File: src/design/exec_pkg.sv
package exec_pkg;

    // datapath and tag widths
    localparam int xlen = 32;
    localparam int tag_w = 6;

    // one bit per unresolved branch
    localparam int b_mask_w = 4;

    // shift amount taken from the low bits of operand b
    localparam int shamt_w = $clog2(xlen);

    typedef enum logic [2:0] {
        op_add = 3'd0,
        op_sub = 3'd1,
        op_and = 3'd2,
        op_or  = 3'd3,
        op_xor = 3'd4,
        op_sll = 3'd5,
        op_srl = 3'd6,
        op_slt = 3'd7
    } alu_op_t;

    // single-cycle alu result
    function automatic logic [xlen-1:0] alu_compute(
        input alu_op_t         op,
        input logic [xlen-1:0] opa,
        input logic [xlen-1:0] opb
    );
        logic [xlen-1:0] result;
        logic [shamt_w-1:0] shamt;

        shamt = opb[shamt_w-1:0];
        case (op)
            op_add: result = opa + opb;
            op_sub: result = opa - opb;
            op_and: result = opa & opb;
            op_or:  result = opa | opb;
            op_xor: result = opa ^ opb;
            op_sll: result = opa << shamt;
            op_srl: result = opa >> shamt;
            // signed compare, result is 0 or 1
            op_slt: result = {{(xlen-1){1'b0}}, ($signed(opa) < $signed(opb))};
            default: result = '0;
        endcase
        return result;
    endfunction

endpackage

File: src/design/alu_unit.sv
`timescale 1ns/1ps

module alu_unit #(
    parameter int num_alu = 2
) (
    input  logic                                          clock,
    input  logic                                          reset,

    // issue side, one element per alu
    input  logic [num_alu-1:0]                            alu_issue_valid,
    input  exec_pkg::alu_op_t [num_alu-1:0]               alu_issue_op,
    input  logic [num_alu-1:0][exec_pkg::xlen-1:0]        alu_issue_opa,
    input  logic [num_alu-1:0][exec_pkg::xlen-1:0]        alu_issue_opb,
    input  logic [num_alu-1:0][exec_pkg::tag_w-1:0]       alu_issue_tag,

    // results toward the completion selector
    output logic [num_alu-1:0]                            alu_valid,
    output logic [num_alu-1:0][exec_pkg::tag_w-1:0]       alu_tag,
    output logic [num_alu-1:0][exec_pkg::xlen-1:0]        alu_value
);

    logic [num_alu-1:0]                      issued_valid;
    exec_pkg::alu_op_t [num_alu-1:0]         issued_op;
    logic [num_alu-1:0][exec_pkg::xlen-1:0]  issued_opa;
    logic [num_alu-1:0][exec_pkg::xlen-1:0]  issued_opb;
    logic [num_alu-1:0][exec_pkg::tag_w-1:0] issued_tag;

    // issue valids, cleared on reset
    always_ff @(posedge clock) begin
        if (reset) begin
            issued_valid <= '0;
        end else begin
            issued_valid <= alu_issue_valid;
        end
    end

    // operands and tags captured every cycle
    always_ff @(posedge clock) begin
        issued_op  <= alu_issue_op;
        issued_opa <= alu_issue_opa;
        issued_opb <= alu_issue_opb;
        issued_tag <= alu_issue_tag;
    end

    // results are combinational off the issue registers;
    // an ungranted result is simply overwritten next edge
    always_comb begin
        for (int i = 0; i < num_alu; i++) begin
            alu_valid[i] = issued_valid[i];
            alu_tag[i]   = issued_tag[i];
            alu_value[i] = exec_pkg::alu_compute(issued_op[i], issued_opa[i], issued_opb[i]);
        end
    end

endmodule

File: src/design/mult_unit.sv
`timescale 1ns/1ps

module mult_unit #(
    parameter int mult_stages = 3
) (
    input  logic                          clock,
    input  logic                          reset,

    // issue side is accepted only while mult_free is high
    input  logic                          mult_issue_valid,
    input  logic [exec_pkg::xlen-1:0]     mult_issue_opa,
    input  logic [exec_pkg::xlen-1:0]     mult_issue_opb,
    input  logic [exec_pkg::tag_w-1:0]    mult_issue_tag,
    input  logic [exec_pkg::b_mask_w-1:0] mult_issue_mask,

    // branch resolution
    input  logic [exec_pkg::b_mask_w-1:0] b_mm_resolve,
    input  logic                          b_mm_mispred,

    // last stage consumed by the selector this cycle
    input  logic                          mult_taken,

    output logic                          mult_free,
    output logic                          mult_valid,
    output logic [exec_pkg::tag_w-1:0]    mult_tag,
    output logic [exec_pkg::xlen-1:0]     mult_value
);

    localparam int last = mult_stages - 1;

    // pipeline registers with the fresh product in stage 0
    logic [mult_stages-1:0]                         stage_valid;
    logic [mult_stages-1:0][exec_pkg::tag_w-1:0]    stage_tag;
    logic [mult_stages-1:0][exec_pkg::b_mask_w-1:0] stage_mask;
    logic [mult_stages-1:0][exec_pkg::xlen-1:0]     stage_prod;

    // what each stage would load before squash and mask clear
    logic [mult_stages-1:0]                         src_valid;
    logic [mult_stages-1:0][exec_pkg::tag_w-1:0]    src_tag;
    logic [mult_stages-1:0][exec_pkg::b_mask_w-1:0] src_mask;
    logic [mult_stages-1:0][exec_pkg::xlen-1:0]     src_prod;

    logic                      stall;
    logic                      accept;
    logic [exec_pkg::xlen-1:0] product;

    // untaken result at the end freezes the whole pipe
    assign stall     = stage_valid[last] & ~mult_taken;
    assign mult_free = ~stall;
    assign accept    = mult_issue_valid & mult_free;

    // low half of the unsigned product
    assign product = mult_issue_opa * mult_issue_opb;

    always_comb begin
        if (stall) begin
            src_valid = stage_valid;
            src_tag   = stage_tag;
            src_mask  = stage_mask;
            src_prod  = stage_prod;
        end else begin
            src_valid[0] = accept;
            src_tag[0]   = mult_issue_tag;
            src_mask[0]  = mult_issue_mask;
            src_prod[0]  = product;
            for (int k = 1; k < mult_stages; k++) begin
                src_valid[k] = stage_valid[k-1];
                src_tag[k]   = stage_tag[k-1];
                src_mask[k]  = stage_mask[k-1];
                src_prod[k]  = stage_prod[k-1];
            end
        end
    end

    // squash on mispredict overlap, otherwise drop the resolved bit
    always_ff @(posedge clock) begin
        if (reset) begin
            stage_valid <= '0;
        end else begin
            for (int k = 0; k < mult_stages; k++) begin
                stage_valid[k] <= src_valid[k]
                    & ~(b_mm_mispred & (|(src_mask[k] & b_mm_resolve)));
            end
        end
    end

    // payload follows the valid
    always_ff @(posedge clock) begin
        for (int k = 0; k < mult_stages; k++) begin
            stage_tag[k]  <= src_tag[k];
            stage_mask[k] <= src_mask[k] & ~b_mm_resolve;
            stage_prod[k] <= src_prod[k];
        end
    end

    assign mult_valid = stage_valid[last];
    assign mult_tag   = stage_tag[last];
    assign mult_value = stage_prod[last];

endmodule

File: src/design/complete_select.sv
`timescale 1ns/1ps

module complete_select #(
    parameter int num_alu   = 2,
    parameter int num_lanes = 2
) (
    input  logic                                                clock,
    input  logic                                                reset,

    // unit results, index 0 is the multiplier
    input  logic [num_alu:0]                                    fu_valid,
    input  logic [num_alu:0][exec_pkg::tag_w-1:0]               fu_tag,
    input  logic [num_alu:0][exec_pkg::xlen-1:0]                fu_value,

    // one unit-select word per lane
    input  logic [num_lanes-1:0][num_alu:0]                     complete_gnt,

    output logic [num_lanes-1:0]                                cdb_valid,
    output logic [num_lanes-1:0][exec_pkg::tag_w-1:0]           cdb_tag,
    output logic [num_lanes-1:0][exec_pkg::xlen-1:0]            cdb_value,
    output logic                                                mult_taken
);

    localparam int num_fu = num_alu + 1;

    logic [num_lanes-1:0]                      next_valid;
    logic [num_lanes-1:0][exec_pkg::tag_w-1:0] next_tag;
    logic [num_lanes-1:0][exec_pkg::xlen-1:0]  next_value;

    // lane mux, empty lane or invalid unit leaves zeros
    always_comb begin
        next_valid = '0;
        next_tag   = '0;
        next_value = '0;
        mult_taken = 1'b0;
        for (int l = 0; l < num_lanes; l++) begin
            for (int u = 0; u < num_fu; u++) begin
                if (complete_gnt[l][u] && fu_valid[u]) begin
                    next_valid[l] = 1'b1;
                    next_tag[l]   = fu_tag[u];
                    next_value[l] = fu_value[u];
                end
            end
            // multiplier leaves its last stage only when actually moved
            if (complete_gnt[l][0] && fu_valid[0]) begin
                mult_taken = 1'b1;
            end
        end
    end

    always_ff @(posedge clock) begin
        if (reset) begin
            cdb_valid <= '0;
        end else begin
            cdb_valid <= next_valid;
        end
    end

    always_ff @(posedge clock) begin
        cdb_tag   <= next_tag;
        cdb_value <= next_value;
    end

endmodule

File: src/design/execute_stage.sv
`timescale 1ns/1ps

module execute_stage #(
    parameter int num_alu     = 2,
    parameter int num_lanes   = 2,
    parameter int mult_stages = 3
) (
    input  logic                                       clock,
    input  logic                                       reset,

    // alu issue
    input  logic [num_alu-1:0]                         alu_issue_valid,
    input  exec_pkg::alu_op_t [num_alu-1:0]            alu_issue_op,
    input  logic [num_alu-1:0][exec_pkg::xlen-1:0]     alu_issue_opa,
    input  logic [num_alu-1:0][exec_pkg::xlen-1:0]     alu_issue_opb,
    input  logic [num_alu-1:0][exec_pkg::tag_w-1:0]    alu_issue_tag,

    // multiplier issue
    input  logic                                       mult_issue_valid,
    input  logic [exec_pkg::xlen-1:0]                  mult_issue_opa,
    input  logic [exec_pkg::xlen-1:0]                  mult_issue_opb,
    input  logic [exec_pkg::tag_w-1:0]                 mult_issue_tag,
    input  logic [exec_pkg::b_mask_w-1:0]              mult_issue_mask,

    // branch resolution
    input  logic [exec_pkg::b_mask_w-1:0]              b_mm_resolve,
    input  logic                                       b_mm_mispred,

    // completion grants, unit 0 is the multiplier
    input  logic [num_lanes-1:0][num_alu:0]            complete_gnt,

    output logic                                       mult_free,
    output logic [num_lanes-1:0]                       cdb_valid,
    output logic [num_lanes-1:0][exec_pkg::tag_w-1:0]  cdb_tag,
    output logic [num_lanes-1:0][exec_pkg::xlen-1:0]   cdb_value
);

    localparam int num_fu = num_alu + 1;

    logic [num_alu-1:0]                      alu_valid;
    logic [num_alu-1:0][exec_pkg::tag_w-1:0] alu_tag;
    logic [num_alu-1:0][exec_pkg::xlen-1:0]  alu_value;

    logic                         mult_valid;
    logic [exec_pkg::tag_w-1:0]   mult_tag;
    logic [exec_pkg::xlen-1:0]    mult_value;
    logic                         mult_taken;

    logic [num_fu-1:0]                      fu_valid;
    logic [num_fu-1:0][exec_pkg::tag_w-1:0] fu_tag;
    logic [num_fu-1:0][exec_pkg::xlen-1:0]  fu_value;

    // multiplier sits at the lowest unit index
    assign fu_valid = {alu_valid, mult_valid};
    assign fu_tag   = {alu_tag, mult_tag};
    assign fu_value = {alu_value, mult_value};

    alu_unit #(
        .num_alu(num_alu)
    ) alu_unit_i (
        .clock(clock),
        .reset(reset),
        .alu_issue_valid(alu_issue_valid),
        .alu_issue_op(alu_issue_op),
        .alu_issue_opa(alu_issue_opa),
        .alu_issue_opb(alu_issue_opb),
        .alu_issue_tag(alu_issue_tag),
        .alu_valid(alu_valid),
        .alu_tag(alu_tag),
        .alu_value(alu_value)
    );

    mult_unit #(
        .mult_stages(mult_stages)
    ) mult_unit_i (
        .clock(clock),
        .reset(reset),
        .mult_issue_valid(mult_issue_valid),
        .mult_issue_opa(mult_issue_opa),
        .mult_issue_opb(mult_issue_opb),
        .mult_issue_tag(mult_issue_tag),
        .mult_issue_mask(mult_issue_mask),
        .b_mm_resolve(b_mm_resolve),
        .b_mm_mispred(b_mm_mispred),
        .mult_taken(mult_taken),
        .mult_free(mult_free),
        .mult_valid(mult_valid),
        .mult_tag(mult_tag),
        .mult_value(mult_value)
    );

    complete_select #(
        .num_alu(num_alu),
        .num_lanes(num_lanes)
    ) complete_select_i (
        .clock(clock),
        .reset(reset),
        .fu_valid(fu_valid),
        .fu_tag(fu_tag),
        .fu_value(fu_value),
        .complete_gnt(complete_gnt),
        .cdb_valid(cdb_valid),
        .cdb_tag(cdb_tag),
        .cdb_value(cdb_value),
        .mult_taken(mult_taken)
    );

endmodule

File: config.mk
export PLATFORM = sky130hd
export DESIGN_NAME = execute_stage
export DESIGN_NICKNAME = d
export VERILOG_FILES = /design/src/design/exec_pkg.sv /design/src/design/alu_unit.sv /design/src/design/mult_unit.sv /design/src/design/complete_select.sv /design/src/design/execute_stage.sv
export SDC_FILE = /design/constraint.sdc
export NUM_CORES = 2
export LEC_CHECK = 0
export ABC_CLOCK_PERIOD_IN_PS = 9110
export BUFFER_PORTS_ARGS = -buffer_cell sky130_fd_sc_hd__buf_2
export CAP_MARGIN = 20
export CORE_UTILIZATION = 47
export CTS_BUF_LIST = sky130_fd_sc_hd__clkbuf_4
export DETAILED_ROUTE_END_ITERATION = 8
export SYNTH_ARGS = -nofsm -noshare
export SYNTH_HDL_FRONTEND = slang
export SYNTH_HIERARCHICAL = 1
export SYNTH_SLANG_ARGS = --single-unit
File: constraint.sdc
create_clock -name clock -period 9.11 [get_ports clock]
set_input_delay 0 -clock clock [delete_from_list [all_inputs] [get_ports clock]]
set_output_delay 0 -clock clock [all_outputs]
set_load 0.005 [all_outputs]
==> flow_summary.json <==
{
  "status": "finished with violations",
  "violations": "DRC",
  "fmax_mhz": 164,
  "rows": 109,
  "htree_levels": 3,
  "drv_cap": 0,
  "dp.cells": 6229,
  "routabilityCongestion": 1.02,
  "clock_path_buffers": 3,
  "ys.flop_type": "dfxtp_1",
  "worstPathCellList": "buf_2 > and2_1 > fa_1 > inv_1 > fa_1 > fa_1 > fa_1 > inv_1 > fa_1 > inv_1 > fa_1 > inv_1 > fa_1 > fa_1 > ha_1 > nand3_1 > a211oi_1 > o211ai_1 > a311oi_1 > o21ai_0 > xnor2_1",
  "post_cts_resized": 0,
  "worst_path_most_repeated_cell": "fa_1",
  "critical_path.max_stage_delay_ps": 540,
  "final_common_cell": "inv_1",
  "die_w_um": 302,
  "wire_per_inst_um": 24.0,
  "crit_path_max_fanout": 29,
  "grtUsageMet2": 0.542,
  "final_layout_size_suffix_gt1_frac": 0.109,
  "synth_edf_count": 114,
  "slew_headroom": 0.232,
  "critPathKind": "in -> reg",
  "worstSkewPairLatency_ps": 930,
  "ant_nets": 0,
  "port_buffers": 314,
  "critPathBufInv": 5,
  "wl_mm": 162,
  "synthesis.nets": 6021,
  "final_cell_mix": "inv_1, nand2_1, nor2_1",
  "slew_violations": 0,
  "die-area_mm2": 0.0912,
  "grtUsageMet3": 0.0618,
  "holdCritPathClass": "in -> reg",
  "reg2reg_setup_slack_ps": 3640,
  "syn2layout_area_growth_pct": 15.2,
  "worst_setup_path_start_kind": "primary input",
  "use_met1": 0.500,
  "finalCriticalPeriod_ps": 6100,
  "rsz0062_at_grt": "no",
  "crit_required_ps": 9670,
  "fillers": 8340,
  "cts.clk_slew.worst_paths_ps": 60,
  "final_cells": 6741,
  "grt.total_usage": 0.351,
  "r2r_cells": 16,
  "min_from": "mult_issue_opb[1]",
  "synth_cell_types": 98,
  "power_density_mw_per_mm2": 435,
  "synthesis.area_mm2": 0.0423,
  "arrival_ps": 6660,
  "synthCells": 5056,
  "p_leak_nw": 22.1,
  "crit_family": "adder cells",
  "cp-end-kind": "register",
  "synthArstFlopShare": 0,
  "reg2reg_to": "complete_select_i/cdb_value[0]",
  "cts_root_buf": "clkbuf_4",
  "grt_max_degree": 78,
  "fin_skew_ps": 118,
  "num_vias": 39300,
  "nets": 6469,
  "vdd_drop_max_v": 0.00112,
  "cp_slowest_cell": "fa_1",
  "drt_iter0_drc": 4563,
  "final.period_utilization": 0.670,
  "worst_slew_pin_slew_ps": 1120,
  "grt_pass1_vias": 38200,
  "start_util": 0.477,
  "grt_first_pass_wirelength_mm": 243,
  "drtPass1Iterations": 9,
  "overflow": 0,
  "busiest_layer": "met2",
  "via_per_inst": 5.83,
  "cts_buffers": 91,
  "io_pins": 315,
  "hold_path_end": "mult_unit_i/stage_prod[1]",
  "hpwl_mm": 123,
  "setup_viol": 0,
  "clock-sinks": 355,
  "yosys_warnings": 6,
  "whs_path_depth": 3,
  "drc": 49,
  "setup_tns_ps": 0,
  "synth_seq_cells": 355,
  "hold_violations": 0,
  "ys_seq_area_frac": 0.195,
  "coreArea_mm2": 0.0888,
  "syn-mean-instance-area_um2": 8.37,
  "worstReg2RegStart": "alu_unit_i/issued_opb[35]",
  "antenna_found_initial": 10,
  "cts_tree": "done",
  "dieHeight_um": 302
}
[cells by family (layout without fill, tap and decap cells)]
group	Yosys count	in the layout	share of synthesized area
buffers and inverters	924	1440	0.0897
DFF	355	355	0.195
xor gates and xnor gates	138	138	0.0286
AOI/OAI and AO/OA	1145	1145	0.175
muxes	141	141	0.0411
other	0	4	0
adders and majority gates	730	730	0.289
and+or+nand+nor	1623	1623	0.182
[worst max-delay path by stage]
| stage | start | to | slack (ps) | depth (start not counted) |
|---|---|---|---|---|
| floorplan | mult_issue_opa[12] | mult_unit_i/stage_prod[27] | 2680 | 24 |
| global placement | mult_issue_opb[2] | mult_unit_i/stage_prod[31] | 2200 | 21 |
| detailed placement | mult_issue_opb[3] | mult_unit_i/stage_prod[31] | 2120 | 21 |
| CTS | mult_issue_opb[3] | mult_unit_i/stage_prod[31] | 3060 | 21 |
| global route | mult_issue_opb[2] | mult_unit_i/stage_prod[31] | 2690 | 21 |
| finish | mult_issue_opb[3] | mult_unit_i/stage_prod[31] | 3010 | 21 |
[routing by layer]
| metal | up-vias | wire [µm] |
|---|---|---|
| met2 | 1983 | 71100 |
| met4 | 4 | 4940 |
| met1 | 19100 | 70600 |
| met5 | - | 25 |
| li1 | 17900 | - |
| met3 | 248 | 15100 |
[stage by stage]
stage | total power [mW] | area [µm²] | hold slack, ps | util | setup slack [ps]
5_1_grt | 23.3 | 48700 | 178 | 0.549 | 2690
3_3_place_gp | 19.5 | 44100 | 102 | 0.496 | 2200
2_1_floorplan | 15.4 | 42300 | 27.7 | - | 2680
3_5_place_dp | 19.6 | 44100 | 104 | 0.496 | 2120
4_1_cts | 21.3 | 48700 | 134 | 0.549 | 3060
6_report | 21.2 | 48700 | 224 | 0.549 | 3010
[what timing repair did]
item	CTS	global route
setup buffers	0	0
hold endpoints to repair	247	0
hold buffers	346	0
[cells in the mapped netlist, types with 53 or more instances]
cell      number  area (µm²)
o21ai_0      199         996
nand2_1      464        1740
nor2_1       453        1700
nor3_1        55         275
a21oi_1      347        1740
clkbuf_1     242         908
fa_1         412        8250
and2_1       380        2380
dfxtp_1      241        4820
inv_1        556        2090
mux2i_1      104        1040
a31oi_1      106         663
xnor2_1      113         990
ha_1         317        3970
nand3_1      122         611
edfxtp_1     114        3420
a211oi_1      53         398
[area by class of cell]
class	count	area, µm²	area share
multi-input cells	3777	30300	0.622
flip-flops and latches	355	8270	0.170
repair buffers	705	5380	0.110
inverters	574	2150	0.0442
well taps	1165	1460	0.0299
clock buffers	128	961	0.0197
clock inverters	33	223	0.00457
diodes	4	10.0	0.000205
[worst register-to-register path: cells and delay by family, from the launching register on]
family	cells	cell delay (ps)
AO/OA/AOI/OAI	10	3260
AND/OR/NAND/NOR	1	150
flip-flops	1	330
adder cells (fa/ha/maj)	1	410
buffers and inverters	4	1100
[power by group]
| part | internal, mW | total [mW] | switching (mW) |
|---|---|---|---|
| clock | 0.715 | 1.43 | 0.712 |
| combinational | 7.20 | 16.8 | 9.63 |
| sequential | 2.72 | 2.94 | 0.224 |
[flip-flops by register name, summed over array words and instances (netlist names), 3 cells and up]
signal	count
alu_unit_i/issued_opa	64
alu_unit_i/issued_opb	64
complete_select_i/cdb_value	64
mult_unit_i/stage_prod	64
mult_unit_i/mult_value	32
alu_unit_i/alu_tag	12
complete_select_i/cdb_tag	12
mult_unit_i/stage_mask	12
mult_unit_i/stage_tag	12
alu_unit_i/issued_op	6
mult_unit_i/mult_tag	6
mult_unit_i/stage_valid	3
Note: power is estimated with default switching activity, not from simulation.
